$ cat config.mk
export PLATFORM = sky130hd
export DESIGN_NAME = tlul_core_bridge
export DESIGN_NICKNAME = d
export VERILOG_FILES = /design/src/verilog/tlul_pkg.sv /design/src/verilog/core_bus_pkg.sv /design/src/verilog/tlul_bridge_ctrl.sv /design/src/verilog/tlul_a_packer.sv /design/src/verilog/tlul_d_unpacker.sv /design/src/verilog/tlul_core_bridge.sv
export VERILOG_INCLUDE_DIRS = /design/src /design/src/verilog
export SDC_FILE = /design/constraint.sdc
export NUM_CORES = 1
export LEC_CHECK = 0
export BUFFER_PORTS_ARGS = -buffer_cell sky130_fd_sc_hd__buf_2
export CORE_AREA = 2 2 114 116
export DETAILED_ROUTE_END_ITERATION = 6
export DIE_AREA = 0 0 116 118
export PLACE_DENSITY = 0.42
export SYNTH_ARGS = -nofsm -noshare
export SYNTH_HDL_FRONTEND = slang
export SYNTH_SLANG_ARGS = --single-unit
$ cat constraint.sdc
create_clock -name clk_i -period 2.25 [get_ports clk_i]
set_clock_uncertainty 0.1 [all_clocks]
set_input_delay 0.45 -clock clk_i [delete_from_list [all_inputs] [get_ports clk_i]]
set_output_delay 0.45 -clock clk_i [all_outputs]
set_load 0.05 [all_outputs]
$ cat src/verilog/tlul_bridge_config.svh
`ifndef TLUL_BRIDGE_CONFIG_SVH
`define TLUL_BRIDGE_CONFIG_SVH

// bus widths
`define TLUL_AW 32
`define TLUL_DW 32

// source bit 0 selects the port, the upper bits hold the per-port tag
`define TLUL_SRC_W 2

// outstanding requests allowed per port
`define TLUL_MAX_REQS 2

`endif

$ cat src/verilog/tlul_pkg.sv
`include "tlul_bridge_config.svh"

package tlul_pkg;

  // A-channel opcodes, TL-UL encoding
  typedef enum logic [2:0] {
    PutFullData    = 3'h0,
    PutPartialData = 3'h1,
    Get            = 3'h4
  } tl_a_op_e;

  // D-channel opcodes
  typedef enum logic [2:0] {
    AccessAck     = 3'h0,
    AccessAckData = 3'h1
  } tl_d_op_e;

  // host to device, A channel plus d_ready
  typedef struct packed {
    logic                     a_valid;
    tl_a_op_e                 a_opcode;
    logic [1:0]               a_size;
    logic [`TLUL_SRC_W-1:0]   a_source;
    logic [`TLUL_AW-1:0]      a_address;
    logic [`TLUL_DW/8-1:0]    a_mask;
    logic [`TLUL_DW-1:0]      a_data;
    logic                     d_ready;
  } tl_h2d_t;

  // device to host, D channel plus a_ready
  typedef struct packed {
    logic                     d_valid;
    tl_d_op_e                 d_opcode;
    logic [`TLUL_SRC_W-1:0]   d_source;
    logic [`TLUL_DW-1:0]      d_data;
    logic                     d_error;
    logic                     a_ready;
  } tl_d2h_t;

endpackage

$ cat src/verilog/core_bus_pkg.sv
`include "tlul_bridge_config.svh"

package core_bus_pkg;

  // port index, same value as source bit 0
  typedef enum logic {
    PortInstr = 1'b0,
    PortData  = 1'b1
  } port_e;

  // data port request
  typedef struct packed {
    logic [`TLUL_AW-1:0] addr;
    logic                we;
    logic [3:0]          be;
    logic [`TLUL_DW-1:0] wdata;
  } core_req_t;

  // response back to either port
  typedef struct packed {
    logic [`TLUL_DW-1:0] rdata;
    logic                err;
  } core_rsp_t;

endpackage

$ cat src/verilog/tlul_bridge_ctrl.sv
`timescale 1ns/1ps
`include "tlul_bridge_config.svh"

module tlul_bridge_ctrl #(
  parameter int unsigned MaxReqs = `TLUL_MAX_REQS
) (
  input  logic                    clk_i,
  input  logic                    arst_n_i,
  input  logic                    instr_req_i,
  input  logic                    data_req_i,
  input  logic                    a_ready_i,
  input  logic                    rsp_valid_i,
  input  core_bus_pkg::port_e     rsp_port_i,
  output logic                    instr_gnt_o,
  output logic                    data_gnt_o,
  output logic                    a_valid_o,
  output core_bus_pkg::port_e     sel_port_o,
  output logic [`TLUL_SRC_W-2:0]  tag_o,
  output logic                    alert_o
);

  localparam int unsigned TagW = `TLUL_SRC_W - 1;
  localparam int unsigned CntW = $clog2(MaxReqs + 1);

  // index 0 is the instruction port, 1 the data port
  logic [1:0]           req;
  logic [1:0]           elig;
  logic [1:0]           gnt;
  logic [1:0]           rsp_hit;
  logic [1:0]           cnt_nz;
  logic [1:0][CntW-1:0] cnt_q;
  logic [1:0][TagW-1:0] tag_q;
  logic                 grant;
  logic                 spurious;
  core_bus_pkg::port_e  prio_q;
  core_bus_pkg::port_e  sel_port;
  logic                 alert_q;

  assign req = {data_req_i, instr_req_i};

  // a port may only compete while below its limit
  always_comb begin
    for (int p = 0; p < 2; p++) begin
      elig[p]   = req[p] && (cnt_q[p] < CntW'(MaxReqs));
      cnt_nz[p] = (cnt_q[p] != '0);
    end
  end

  always_comb begin
    if (elig[0] && elig[1]) begin
      sel_port = prio_q;
    end else if (elig[1]) begin
      sel_port = core_bus_pkg::PortData;
    end else begin
      sel_port = core_bus_pkg::PortInstr;
    end
  end

  // a_valid does not wait for a_ready
  assign a_valid_o = |elig;
  assign grant     = a_valid_o && a_ready_i;

  assign gnt[0]     = grant && (sel_port == core_bus_pkg::PortInstr);
  assign gnt[1]     = grant && (sel_port == core_bus_pkg::PortData);
  assign rsp_hit[0] = rsp_valid_i && (rsp_port_i == core_bus_pkg::PortInstr);
  assign rsp_hit[1] = rsp_valid_i && (rsp_port_i == core_bus_pkg::PortData);

  // response for a port with nothing in flight
  assign spurious = |(rsp_hit & ~cnt_nz);

  always_ff @(posedge clk_i or negedge arst_n_i) begin
    if (!arst_n_i) begin
      cnt_q   <= '0;
      tag_q   <= '0;
      prio_q  <= core_bus_pkg::PortInstr;
      alert_q <= 1'b0;
    end else begin
      for (int p = 0; p < 2; p++) begin
        if (gnt[p] && !(rsp_hit[p] && cnt_nz[p])) begin
          cnt_q[p] <= cnt_q[p] + 1'b1;
        end else if (!gnt[p] && rsp_hit[p] && cnt_nz[p]) begin
          cnt_q[p] <= cnt_q[p] - 1'b1;
        end
        // tag wraps at the limit so in-flight tags stay unique
        if (gnt[p]) begin
          tag_q[p] <= (tag_q[p] == TagW'(MaxReqs - 1)) ? '0 : tag_q[p] + 1'b1;
        end
      end
      // loser of a contested round gets priority next time
      if (grant && (req == 2'b11)) begin
        prio_q <= (sel_port == core_bus_pkg::PortInstr) ? core_bus_pkg::PortData
                                                          : core_bus_pkg::PortInstr;
      end
      alert_q <= alert_q | spurious;
    end
  end

  assign instr_gnt_o = gnt[0];
  assign data_gnt_o  = gnt[1];
  assign sel_port_o  = sel_port;
  assign tag_o       = (sel_port == core_bus_pkg::PortData) ? tag_q[1] : tag_q[0];
  assign alert_o     = alert_q;

  for (genvar p = 0; p < 2; p++) begin : g_port_chk
    a_cnt_limit: assert property (@(posedge clk_i) disable iff (!arst_n_i)
      cnt_q[p] <= CntW'(MaxReqs));

    // a grant goes only to a requesting port below its limit while the fabric is ready
    a_gnt_needs_ready: assert property (@(posedge clk_i) disable iff (!arst_n_i)
      gnt[p] |-> (a_ready_i && req[p] && (cnt_q[p] < CntW'(MaxReqs))));
  end

endmodule

$ cat src/verilog/tlul_a_packer.sv
`timescale 1ns/1ps
`include "tlul_bridge_config.svh"

module tlul_a_packer (
  input  core_bus_pkg::port_e        sel_port_i,
  input  logic [`TLUL_SRC_W-2:0]     tag_i,
  input  logic [`TLUL_AW-1:0]        instr_addr_i,
  input  core_bus_pkg::core_req_t    data_req_i,
  input  logic                       a_valid_i,
  output tlul_pkg::tl_h2d_t          tl_a_o
);

  localparam int unsigned MaskW = `TLUL_DW / 8;

  logic fetch;

  assign fetch = (sel_port_i == core_bus_pkg::PortInstr);

  always_comb begin
    tl_a_o          = '0;
    tl_a_o.a_valid  = a_valid_i;
    // always a full word
    tl_a_o.a_size   = 2'd2;
    tl_a_o.a_source = {tag_i, sel_port_i};
    tl_a_o.d_ready  = 1'b1;
    if (fetch) begin
      tl_a_o.a_opcode  = tlul_pkg::Get;
      tl_a_o.a_address = {instr_addr_i[`TLUL_AW-1:2], 2'b00};
      tl_a_o.a_mask    = {MaskW{1'b1}};
    end else begin
      tl_a_o.a_address = {data_req_i.addr[`TLUL_AW-1:2], 2'b00};
      tl_a_o.a_mask    = data_req_i.be;
      tl_a_o.a_data    = data_req_i.wdata;
      if (!data_req_i.we) begin
        tl_a_o.a_opcode = tlul_pkg::Get;
      end else if (&data_req_i.be) begin
        tl_a_o.a_opcode = tlul_pkg::PutFullData;
      end else begin
        tl_a_o.a_opcode = tlul_pkg::PutPartialData;
      end
    end
  end

endmodule

$ cat src/verilog/tlul_d_unpacker.sv
`timescale 1ns/1ps
`include "tlul_bridge_config.svh"

module tlul_d_unpacker (
  input  tlul_pkg::tl_d2h_t         tl_d_i,
  output logic                      instr_rvalid_o,
  output logic                      data_rvalid_o,
  output core_bus_pkg::core_rsp_t   instr_rsp_o,
  output core_bus_pkg::core_rsp_t   data_rsp_o,
  output logic                      rsp_valid_o,
  output core_bus_pkg::port_e       rsp_port_o
);

  core_bus_pkg::core_rsp_t rsp;
  logic                    ack_with_data;

  // port lives in source bit 0
  assign rsp_port_o  = core_bus_pkg::port_e'(tl_d_i.d_source[0]);
  assign rsp_valid_o = tl_d_i.d_valid;

  // a write ack must not return data
  assign ack_with_data = (tl_d_i.d_opcode == tlul_pkg::AccessAck) &&
                         (tl_d_i.d_data != '0);

  assign rsp.rdata = tl_d_i.d_data;
  assign rsp.err   = tl_d_i.d_error | ack_with_data;

  assign instr_rsp_o = rsp;
  assign data_rsp_o  = rsp;

  assign instr_rvalid_o = tl_d_i.d_valid && (rsp_port_o == core_bus_pkg::PortInstr);
  assign data_rvalid_o  = tl_d_i.d_valid && (rsp_port_o == core_bus_pkg::PortData);

  // only AccessAck and AccessAckData are legal on this link
  always_comb begin
    if (tl_d_i.d_valid) begin
      a_d_opcode: assert final (tl_d_i.d_opcode inside {tlul_pkg::AccessAck,
                                                      tlul_pkg::AccessAckData})
        else $error("illegal D opcode %0h", tl_d_i.d_opcode);
    end
  end

endmodule

$ cat src/verilog/tlul_core_bridge.sv
`timescale 1ns/1ps
`include "tlul_bridge_config.svh"

module tlul_core_bridge (
  input  logic                      clk_i,
  input  logic                      arst_n_i,

  // instruction port
  input  logic                      instr_req_i,
  input  logic [`TLUL_AW-1:0]       instr_addr_i,
  output logic                      instr_gnt_o,
  output logic                      instr_rvalid_o,
  output core_bus_pkg::core_rsp_t   instr_rsp_o,

  // data port
  input  logic                      data_req_i,
  input  core_bus_pkg::core_req_t   data_req_data_i,
  output logic                      data_gnt_o,
  output logic                      data_rvalid_o,
  output core_bus_pkg::core_rsp_t   data_rsp_o,

  // TL-UL host port
  output tlul_pkg::tl_h2d_t         tl_o,
  input  tlul_pkg::tl_d2h_t         tl_i,

  output logic                      alert_o
);

  logic                         a_valid;
  core_bus_pkg::port_e          sel_port;
  logic [`TLUL_SRC_W-2:0]       tag;
  logic                         rsp_valid;
  core_bus_pkg::port_e          rsp_port;

  tlul_bridge_ctrl #(
    .MaxReqs (`TLUL_MAX_REQS)
  ) ctrl_i (
    .clk_i       (clk_i),
    .arst_n_i    (arst_n_i),
    .instr_req_i (instr_req_i),
    .data_req_i  (data_req_i),
    .a_ready_i   (tl_i.a_ready),
    .rsp_valid_i (rsp_valid),
    .rsp_port_i  (rsp_port),
    .instr_gnt_o (instr_gnt_o),
    .data_gnt_o  (data_gnt_o),
    .a_valid_o   (a_valid),
    .sel_port_o  (sel_port),
    .tag_o       (tag),
    .alert_o     (alert_o)
  );

  // A channel, a_valid folded into the host struct here
  tlul_a_packer a_packer_i (
    .sel_port_i   (sel_port),
    .tag_i        (tag),
    .instr_addr_i (instr_addr_i),
    .data_req_i   (data_req_data_i),
    .a_valid_i    (a_valid),
    .tl_a_o       (tl_o)
  );

  tlul_d_unpacker d_unpacker_i (
    .tl_d_i         (tl_i),
    .instr_rvalid_o (instr_rvalid_o),
    .data_rvalid_o  (data_rvalid_o),
    .instr_rsp_o    (instr_rsp_o),
    .data_rsp_o     (data_rsp_o),
    .rsp_valid_o    (rsp_valid),
    .rsp_port_o     (rsp_port)
  );

endmodule

==> results.tsv, run 1 <==
stage	metric	value	unit
floorplan	core area	0.0124	mm2
place	I/O Buffers	281	
floorplan	FP Rows	41	
run_status	status	finished with violations	
sta	fmax	440	MHz
critical_path	Worst R2R Start	ctrl_i.prio_q$_DFFE_PN0P_	
final_layout	nets	576	
place	routability cong.	0.714	
clock_tree	htree depth	1	
detailed_routing	final WL	7860	um
critical_path	CP peak stage delay	0.38	ns
yosys	Yosys cell types	30	
critical_path	WP data required	1.70	ns
sta	Setup-failing EPs final	12	
sta	RSZ-0062 raised after global routing	yes	
critical_path	Worst path slowest cell	dfrtp_1	
grt	GR Util met1	8.91	%
sta	final worst setup slack	-0.0237	ns
critical_path	WS Path Type	reg -> out	
critical_path	R2R Setup Slk	0.62	ns
yosys	syn_area_per_cell	8.20	um2
detailed_routing	initial drt markers	29	
clock_tree	CTS tree	built	
grt	Top Usage Layer GRT	met2	
sta	Final min period	2.27	ns
run_status	failing checks	setup timing	
floorplan	initial core utilization	13.6	%
clock_tree	CTS max path bufs	2	
grt	met2 GRT Util	21.2	%
grt	final global-route overflow total	0	
critical_path	Worst Path Max Fanout	5	
clock_tree	clk sinks	8	
final_layout	fin util	27.8	%
pwr	Worst VDD drop	535	uV
grt	first-pass GRT wire length	10200	um
clock_tree	root buffer cell	clkbuf_16	
critical_path	CP Cell Sequence	nand2b_4, a21oi_4, buf_12, buf_6, buf_16, mux2_4, buf_8	
grt	largest net degree at the start of global routing	25	
detailed_routing	routed length per instance	13.1	um
place	Final HPWL DP	6660	um
floorplan	full die area	0.0137	mm2
detailed_routing	Antenna Nets Post-Route	0	
min_path	Hold Crit Start	ctrl_i.alert_o$_DFF_PN0_	
final_layout	# diodes	0	
grt	GR Util met3	0.927	%
floorplan	IO Pins	293	
critical_path	Setup crit end kind	output pin	
yosys	sequential area share after synthesis	11.9	%
final_layout	synthesis-to-finish area growth	104	%
floorplan	Die H	118	um
detailed_routing	DR pass1 iterations	4	
critical_path	Critical Path AT	1.72	ns
sta	final hold vios	0	
grt	Total Routing Usage GR	9.57	%
clock_tree	Num CTS Buffers	3	
detailed_routing	Post-route DRC	0	
flow_run	maxcap violations	0	
grt	initial antenna violation count	0	
detailed_routing	via/cell ratio	3.75	
critical_path	delay-heaviest family, CP	buffers and inverters	
sta	WHS	0.351	ns
min_path	worst hold path class	reg -> reg	
clock_tree	Worst-Skew Late Latency	0.23	ns
sta	Max Slew Vio Count	0	
floorplan	Die W	116	um
detailed_routing	via count	2254	
pwr	Cell Pwr Density	1070	mW/mm2
final_layout	layout cell share with drive strength beyond 1	79.0	%
clock_tree	CTS clock-pin slew for the worst setup and hold paths	0.04	ns
critical_path	crit path from	ctrl_i.cnt_q[3]$_DFFE_PN0P_	
pwr	leakage	0.00186	uW
critical_path	Buf/Inv on CP	4	
sta	fin crit share	101	%
critical_path	CP Launch Type	flop	
yosys	post-synthesis cell area	0.00169	mm2
grt	vias in the first global route	2125	
yosys	yosys synthesis warning count	0	
yosys	#FFs+latches synth	8	
yosys	Synth Instances	206	
## cells in the final DEF (no fill, tap or decap), types with 2 or more instances in the layout
| master | synthesis | final |
|---|---|---|
| mux2_4 | 0 | 4 |
| o31ai_1 | 2 | 2 |
| nor4_2 | 0 | 2 |
| and2_4 | 0 | 2 |
| buf_8 | 0 | 2 |
| conb_1 | 2 | 6 |
| o21ai_0 | 7 | 7 |
| nand2b_1 | 7 | 6 |
| nand3_1 | 2 | 2 |
| mux2_2 | 28 | 26 |
| buf_12 | 0 | 9 |
| buf_4 | 74 | 26 |
| and2_1 | 32 | 30 |
| nand2_1 | 3 | 3 |
| clkbuf_16 | 0 | 4 |
| buf_2 | 1 | 219 |
| dfrtp_1 | 8 | 8 |
| nand4_1 | 2 | 2 |
| buf_6 | 4 | 36 |
| inv_1 | 5 | 5 |
| nor4_1 | 8 | 6 |
| xnor2_1 | 3 | 3 |
## per-stage QoR
step,setup WS [ns],setup TNS [ns],total power (uW),cells,instance area [um2]
after floorplan,0.0824,0,2290,210,1720
after global placement,0.0335,0,2870,588,2890
after detailed placement,0.0154,0,2870,588,2890
after CTS,-0.0424,-0.546,3670,598,3380
after global routing,-0.0862,-1.89,3870,601,3450
final,-0.0237,-0.118,3700,601,3450
## report_power, final
part           total (uW)  internal (uW)  switching, uW
clock network         299            229           69.8
registers             256            208           47.1
logic                3150           1210           1940
total                3700           1650           2060
## cell usage after synthesis (all sizes together)
library cell  count  area (um2)
conb              2        7.51
inv               5        18.8
nand2b            7        43.8
nor4              8        50.1
nor3              1        5.00
o31ai             2        15.0
mux2             31         349
xnor2             3        26.3
dfrtp             8         200
nand2             5        28.8
nor2              2        7.51
and2             32         200
nand3b            1        7.51
xor2              1        8.76
nand4             2        12.5
a21o              1        7.51
clkbuf            2        7.51
nand3             2        10.0
buf              79         606
a21oi             2        21.3
a41oi             1        8.76
o21ai             8        40.0
nor3b             1        7.51
## layout make-up
type,instances,area (um2)
multi-input cells,116,933
flip-flops and latches,8,200
fillers,1362,8960
repair buffers,297,2010
well taps,172,215
clock buffers,3,75.1
inverters,5,18.8
## layer usage
metal	share of wire, %	vias up
met2	57	181
li1	-	1052
met1	34	1016
met4	0.78	0
met3	8.7	5
met5	0	-
## cells by family (layout without fill, tap and decap cells)
| logic type | after synthesis | after routing | synth area share [%] |
|---|---|---|---|
| flops | 8 | 8 | 11.9 |
| buf+inv | 86 | 305 | 37.4 |
| mux | 31 | 31 | 20.7 |
| simple gates | 61 | 61 | 22.1 |
| compound gates | 14 | 14 | 5.48 |
| other cells | 2 | 6 | 0.445 |
| xor+xnor | 4 | 4 | 2.07 |
## registers in the layout (all words and copies together), names as in the netlist
signal          count
ctrl_i.tag_q        2
ctrl_i.prio_q       1
ctrl_i.alert_o      1
ctrl_i.cnt_q        4
## what timing repair did
| action | 4_1_cts | 5_1_grt |
|---|---|---|
| cloned | 3 | 1 |
| setup buffers | 3 | 3 |
| pin swaps | 0 | 2 |
| gates resized for setup | 97 | 14 |
| endpoints found under the setup margin | 32 | 40 |
| hold buffers | 1 | 0 |
| endpoints found under the hold margin | 8 | 0 |
## worst paths after layout
kind / endpoint / depth (start not counted)
hold / removal: ctrl_i.alert_o$_DFF_PN0_ / 1
setup reg to reg: ctrl_i.cnt_q[0]$_DFFE_PN0P_ / 7
min in group asynchronous: ctrl_i.tag_q[0]$_DFFE_PN0P_ / 2
max in group asynchronous: ctrl_i.alert_o$_DFF_PN0_ / 2
setup / recovery: tl_o[67] / 7
hold reg to reg: ctrl_i.alert_o$_DFF_PN0_ / 1
Note: power is estimated with default switching activity, not from simulation.
==> run 2: changes to the inputs <==
--- a/config.mk
+++ b/config.mk
@@ -11,6 +11,8 @@
 export DETAILED_ROUTE_END_ITERATION = 6
 export DIE_AREA = 0 0 116 118
 export PLACE_DENSITY = 0.42
+export SKIP_LAST_GASP = 1
+export SLEW_MARGIN = 15
 export SYNTH_ARGS = -nofsm -noshare
 export SYNTH_HDL_FRONTEND = slang
 export SYNTH_SLANG_ARGS = --single-unit
==> constraint.sdc (replaced) <==
create_clock -name clk_i -period 2.25 [get_ports clk_i]
set_clock_uncertainty 0.1 [all_clocks]
set_input_delay 0.45 -clock clk_i [delete_from_list [all_inputs] [get_ports clk_i]]
set_output_delay 0.45 -clock clk_i [all_outputs]
set_load 0.005 [all_outputs]
==> run 2 against run 1 <==
The run now ends clean. Total power is 48% lower. First-iteration DRC count stayed put. Clock power hardly changed. Largest cell class unchanged. Highest routed layer unchanged.
==> results.tsv, run 2 (synthesized netlist as in run 1, its figures left out) <==
stage	metric	value	unit	change
final_layout	most flop-heavy register	ctrl_i.cnt_q		
run_status	status	completed		
clock_tree	root buffer cell	clkbuf_16		
flow_run	maxcap violations	0		unchanged
place	I/O Buffers	281		unchanged
clock_tree	CTS max path bufs	2		unchanged
grt	Total Routing Usage GR	9.51	%	-0.065 points
detailed_routing	initial drt markers	29		unchanged
critical_path	CP Cell Sequence	nand2b_4, a21oi_4, buf_12, buf_12, mux2_2, buf_2		
sta	Final min period	2.24	ns	-0.0311 ns
detailed_routing	Antenna Nets Post-Route	0		unchanged
critical_path	crit path from	ctrl_i.cnt_q[3]$_DFFE_PN0P_		
floorplan	Die W	116	um	unchanged
critical_path	Worst path slowest cell	dfrtp_1		
floorplan	Die H	118	um	unchanged
sta	Max Slew Vio Count	0		unchanged
min_path	worst hold path class	reg -> reg		
floorplan	initial core utilization	13.6	%	unchanged
grt	final global-route overflow total	0		unchanged
min_path	Hold Crit Start	ctrl_i.alert_o$_DFF_PN0_		
final_layout	commonest non-fill, non-tap cell in the layout	buf_2		
pwr	Cell Pwr Density	649	mW/mm2	-40%
grt	largest net degree at the start of global routing	50		+100%
sta	final hold vios	0		unchanged
final_layout	biggest regs	ctrl_i.cnt_q x4, ctrl_i.tag_q x2		
detailed_routing	via count	2215		-1.7%
clock_tree	CTS clock-pin slew for the worst setup and hold paths	0.04	ns	about the same
detailed_routing	final WL	7770	um	-1.2%
critical_path	Setup crit end kind	output pin		
critical_path	Worst Path Max Fanout	25		+20
final_layout	commonest non-fill, non-tap cells in the layout	280 x buf_2, 32 x and2_1, 25 x mux2_2		
sta	setup TNS	0	ns	+0.118 ns
grt	vias in the first global route	2070		-2.6%
critical_path	Most common cell on crit path	buf_12		
final_layout	nets	573		-0.52%
clock_tree	Worst-Skew Late Latency	0.23	ns	about the same
pwr	leakage	0.00172	uW	-7.5%
grt	first-pass GRT wire length	10000	um	-1.8%
critical_path	Critical Path AT	1.69	ns	-0.03 ns
critical_path	CP Launch Type	flop		
clock_tree	Num CTS Buffers	3		unchanged
floorplan	core area	0.0124	mm2	unchanged
clock_tree	CTS tree	built		
floorplan	FP Rows	41		unchanged
critical_path	Worst R2R Start	ctrl_i.cnt_q[1]$_DFFE_PN0P_		
sta	Setup-failing EPs final	0		-12
detailed_routing	DR pass1 iterations	6		+2
grt	initial antenna violation count	0		unchanged
place	Final HPWL DP	6800	um	+2.1%
critical_path	WS Path Type	reg -> out		
final_layout	fin util	24.1	%	-3.7 points
clock_tree	clk sinks	8		unchanged
detailed_routing	routed length per instance	13.0	um	-0.70%
pwr	Worst VDD drop	330	uV	-38%
floorplan	IO Pins	293		unchanged
final_layout	synthesis-to-finish area growth	77.4	%	
final_layout	max reg flops	4		unchanged
final_layout	FILL cells	1413		+3.7%
detailed_routing	Post-route DRC	0		unchanged
clock_tree	htree depth	1		unchanged
sta	fmax	446	MHz	+1.4%
final_layout	layout cell share with drive strength beyond 1	77.2	%	-1.8 points
detailed_routing	via/cell ratio	3.70		-1.2%
floorplan	full die area	0.0137	mm2	unchanged
final_layout	multi-input logic area	906	um2	-2.9%
sta	RSZ-0062 raised after global routing	yes		
place	routability cong.	0.720		+0.73%
critical_path	CP peak stage delay	0.38	ns	about the same
critical_path	WP data required	1.70	ns	about the same
sta	fin crit share	99.7	%	-1.4 points
final_layout	# diodes	0		unchanged
final_layout	Seq. cell area	200	um2	unchanged
critical_path	R2R Setup Slk	0.55	ns	-0.07 ns
==> run 2: metal layers <==
| layer | global-route usage (%) | routed length (um) |
|---|---|---|
| met5 | 0 | 0 |
| met2 | 20.5 | 4330 |
| met4 | 2.83 | 140 |
| met3 | 1.24 | 648 |
| met1 | 8.69 | 2650 |
==> run 2: worst max-delay path, delay by kind of cell (launching register included) <==
| kind | cells | cell delay, ns |
|---|---|---|
| simple gates | 1 | 0.15 |
| buf+inv | 3 | 0.42 |
| flops | 1 | 0.38 |
| compound gates | 1 | 0.15 |
| mux | 1 | 0.36 |
==> run 2: worst paths after layout <==
check                      cells past startpoint                           to
min in group asynchronous                      2  ctrl_i.cnt_q[2]$_DFFE_PN0P_
max in group asynchronous                      2  ctrl_i.cnt_q[0]$_DFFE_PN0P_
setup reg to reg                               7  ctrl_i.cnt_q[0]$_DFFE_PN0P_
hold reg to reg                                1     ctrl_i.alert_o$_DFF_PN0_
setup / recovery                               6                     tl_o[60]
hold / removal                                 1     ctrl_i.alert_o$_DFF_PN0_
==> run 2: cell type report <==
class                   count  area share [%]
clock buffers               3            2.51
inverters                   5           0.626
multi-input cells         116            30.2
flip-flops and latches      8            6.68
well taps                 172            7.18
repair buffers            294            52.8
==> run 2: power breakdown <==
group          switching (uW)  internal [uW]
registers                47.2            208
clock network            71.3            229
logic                     596            792
total                     714           1230
==> run 2: through the flow <==
step                      setup slack (ns)  total power [uW]  cells  hold WS, ns  instance area [um2]
final                              0.00743              1940    598        0.352                 3000
after global routing               -0.0645              2100    598        0.378                 3000
after CTS                          -0.0588              1820    593        0.355                 2880
after detailed placement           -0.0927              1510    589        0.206                 2790
after global placement             -0.0333              1510    589        0.211                 2790
after floorplan                      0.277              1010    210       0.0544                 1700
==> run 2: what timing repair did <==
action	in CTS	in global routing
cloned	0	2
endpoints found under the hold margin	8	0
hold buffers	1	0
endpoints found under the setup margin	23	32
buffers inserted	0	3
resized for setup	1	6
==> run 3: changes to the inputs <==
--- a/config.mk
+++ b/config.mk
@@ -7,10 +7,13 @@
 export NUM_CORES = 1
 export LEC_CHECK = 0
 export BUFFER_PORTS_ARGS = -buffer_cell sky130_fd_sc_hd__buf_2
-export CORE_AREA = 2 2 114 116
+export CELL_PAD_IN_SITES_DETAIL_PLACEMENT = 1
+export CELL_PAD_IN_SITES_GLOBAL_PLACEMENT = 1
+export CORE_AREA = 2 2 113 115
+export CTS_BUF_LIST = sky130_fd_sc_hd__clkbuf_4 sky130_fd_sc_hd__clkbuf_8 sky130_fd_sc_hd__clkbuf_16
 export DETAILED_ROUTE_END_ITERATION = 6
-export DIE_AREA = 0 0 116 118
-export PLACE_DENSITY = 0.42
+export DIE_AREA = 0 0 115 117
+export PLACE_DENSITY = 0.69
 export SKIP_LAST_GASP = 1
 export SLEW_MARGIN = 15
 export SYNTH_ARGS = -nofsm -noshare
==> run 3 against run 2 <==
The run now ends with setup timing left. First-iteration DRC count fell by 17%. Total power is 11% higher. Largest cell class unchanged. Die area is 1.7% lower. Final area grew 2.0%. Routed wire length rose by 25%. Non-clock buffer count increased by 3. Cell count decreased by 3.2%. Clock power about the same. Setup slack got worse by 0.069 ns.
==> results.tsv, run 3 (synthesized netlist as in run 1, its figures left out) <==
stage	metric	value	unit	change
run_status	status	finished with violations		
run_status	failing checks	setup timing		
sta	final worst setup slack	-0.0618	ns	-0.0692 ns
critical_path	delay-heaviest family, CP	buffers and inverters		
pwr	leakage	0.00178	uW	+3.5%
critical_path	Worst R2R Start	ctrl_i.cnt_q[1]$_DFFE_PN0P_		
grt	vias in the first global route	2174		+5.0%
final_layout	nets	576		+0.52%
critical_path	Setup crit end kind	output pin		
place	Placed Instance Area	0.00273	mm2	-2.1%
critical_path	crit path from	ctrl_i.cnt_q[3]$_DFFE_PN0P_		
final_layout	commonest non-fill, non-tap cells in the layout	274 x buf_2, 31 x and2_1, 18 x mux2_2		
clock_tree	root buffer cell	clkbuf_16		
final_layout	max reg flops	4		unchanged
sta	Setup-failing EPs final	1		+1
final_layout	most flop-heavy register	ctrl_i.cnt_q		
critical_path	WS Path Type	reg -> out		
detailed_routing	Antenna Nets Post-Route	0		unchanged
detailed_routing	routed length per instance	16.8	um	+29%
final_layout	final instance area	0.00306	mm2	+2.0%
detailed_routing	Post-route DRC	0		unchanged
sta	fmax	433	MHz	-3.0%
flow_run	maxcap violations	0		unchanged
clock_tree	Worst-Skew Late Latency	0.23	ns	about the same
critical_path	CP peak stage delay	0.38	ns	about the same
critical_path	CP endpoint	tl_o[66]		
sta	Final min period	2.31	ns	+0.0692 ns
detailed_routing	initial drt markers	24		-17%
sta	WHS	0.349	ns	-0.00314 ns
detailed_routing	WL met2	5880	um	+36%
critical_path	r2r worst-path depth	7		unchanged
place	routability cong.	0.744		+3.3%
final_layout	# diodes	0		unchanged
critical_path	Critical Path AT	1.76	ns	+0.07 ns
sta	Max Slew Vio Count	0		unchanged
floorplan	FP Rows	41		unchanged
clock_tree	CTS tree	built		
detailed_routing	met3 routed WL	677	um	+4.5%
critical_path	Buf/Inv on CP	3		unchanged
floorplan	Die H	117	um	-0.85%
grt	largest net degree at the start of global routing	26		-48%
detailed_routing	DR pass1 iterations	4		-2
floorplan	IO Pins	293		unchanged
critical_path	Worst path slowest cell	dfrtp_1		
clock_tree	CTS clock-pin slew for the worst setup and hold paths	0.04	ns	about the same
clock_tree	clk sinks	8		unchanged
grt	final global-route overflow total	0		unchanged
detailed_routing	via/cell ratio	3.89		+4.9%
final_layout	commonest non-fill, non-tap cell in the layout	buf_2		
critical_path	CP Launch Type	flop		
grt	first-pass GRT wire length	12100	um	+21%
critical_path	WP data required	1.70	ns	about the same
grt	Total Routing Usage GR	12.2	%	+2.7 points
place	Final HPWL DP	8330	um	+22%
clock_tree	Num CTS Buffers	3		unchanged
final_layout	biggest regs	ctrl_i.cnt_q x4, ctrl_i.tag_q x2		
detailed_routing	top layer used by detailed routing	met3		
critical_path	Worst Path Max Fanout	10		-60%
pwr	Cell Pwr Density	706	mW/mm2	+8.8%
clock_tree	htree depth	1		unchanged
sta	RSZ-0062 raised after global routing	yes		
grt	initial antenna violation count	0		unchanged
detailed_routing	M1 WL	3170	um	+19%
pwr	Worst VDD drop	363	uV	+9.8%
sta	fin crit share	103	%	+3.1 points
critical_path	Crit path depth	6		unchanged
floorplan	core area	0.0123	mm2	-0.83%
place	I/O Buffers	281		unchanged
detailed_routing	via count	2250		+1.6%
detailed_routing	final WL	9730	um	+25%
clock_tree	CTS max path bufs	2		unchanged
min_path	worst hold path class	reg -> reg		
final_layout	layout cell share with drive strength beyond 1	77.9	%	+0.63 points
sta	final hold vios	0		unchanged
critical_path	reg-to-reg endpoint	ctrl_i.cnt_q[0]$_DFFE_PN0P_		
floorplan	full die area	0.0135	mm2	-1.7%
floorplan	initial core utilization	13.7	%	+0.11 points
final_layout	synthesis-to-finish area growth	81.0	%	
critical_path	CP Cell Sequence	nand2b_4, a21oi_4, buf_6, bufbuf_16, mux2_1, buf_2		
floorplan	Die W	115	um	-0.86%
critical_path	R2R Setup Slk	0.59	ns	+0.04 ns
==> run 3: cell count changes in the layout (fill, tap and decap cells not counted), moves of 4 or more <==
cell,before,now
buf_4,8,12
mux2_2,25,18
buf_2,280,274
buf_6,0,5
mux2_4,3,10
==> run 3: worst min-delay path by stage <==
stage / cells past startpoint / endpoint / start / slack, ns
2_1_floorplan: 0 / ctrl_i.alert_o$_DFF_PN0_ / arst_n_i / 0.05
6_report: 1 / ctrl_i.alert_o$_DFF_PN0_ / ctrl_i.alert_o$_DFF_PN0_ / 0.35
3_3_place_gp: 1 / ctrl_i.alert_o$_DFF_PN0_ / arst_n_i / 0.20
5_1_grt: 1 / ctrl_i.alert_o$_DFF_PN0_ / ctrl_i.alert_o$_DFF_PN0_ / 0.36
3_5_place_dp: 1 / ctrl_i.alert_o$_DFF_PN0_ / arst_n_i / 0.20
4_1_cts: 1 / ctrl_i.alert_o$_DFF_PN0_ / ctrl_i.alert_o$_DFF_PN0_ / 0.35
==> run 3: what timing repair did <==
action                                 in CTS  in global routing
pin swaps                                   1                  0
hold buffers                                1                  0
setup endpoints to repair                  31                 57
cloned                                      3                  1
endpoints found under the hold margin       8                  0
buffers inserted                            8                  2
gates resized for setup                     5                 22
==> run 3: cell type report <==
class                   count  area, um2
clock buffers               3       75.1
well taps                 150        188
multi-input cells         116        930
inverters                   5       18.8
repair buffers            297       1650
fillers                  1547       9260
flip-flops and latches      8        200
==> run 3: routing by layer <==
metal	vias to the layer above	GRT usage [%]
met1	1034	11.0
met5	-	0
met4	0	1.53
met3	0	0.875
met2	170	28.9
li1	1046	-
==> run 3: per-stage QoR <==
step           TNS (ns)  power [uW]  instances  worst slack [ns]  utilization, %
2_1_floorplan         0        1010        210             0.277               -
3_3_place_gp          0        1530        563            0.0810            22.2
3_5_place_dp          0        1550        563            0.0564            22.2
4_1_cts         -0.0217        2170        578           -0.0217            24.4
5_1_grt          -0.505        2330        579            -0.116            24.8
6_report        -0.0618        2160        579           -0.0618            24.8
==> run 3: power by group <==
part	switching [uW]	internal [uW]	total [uW]	leakage, uW
sequential	52.1	208	260	0.0000946
combinational	698	901	1600	0.00165
clock	69.6	229	299	0.0000370
total	819	1340	2160	0.00178
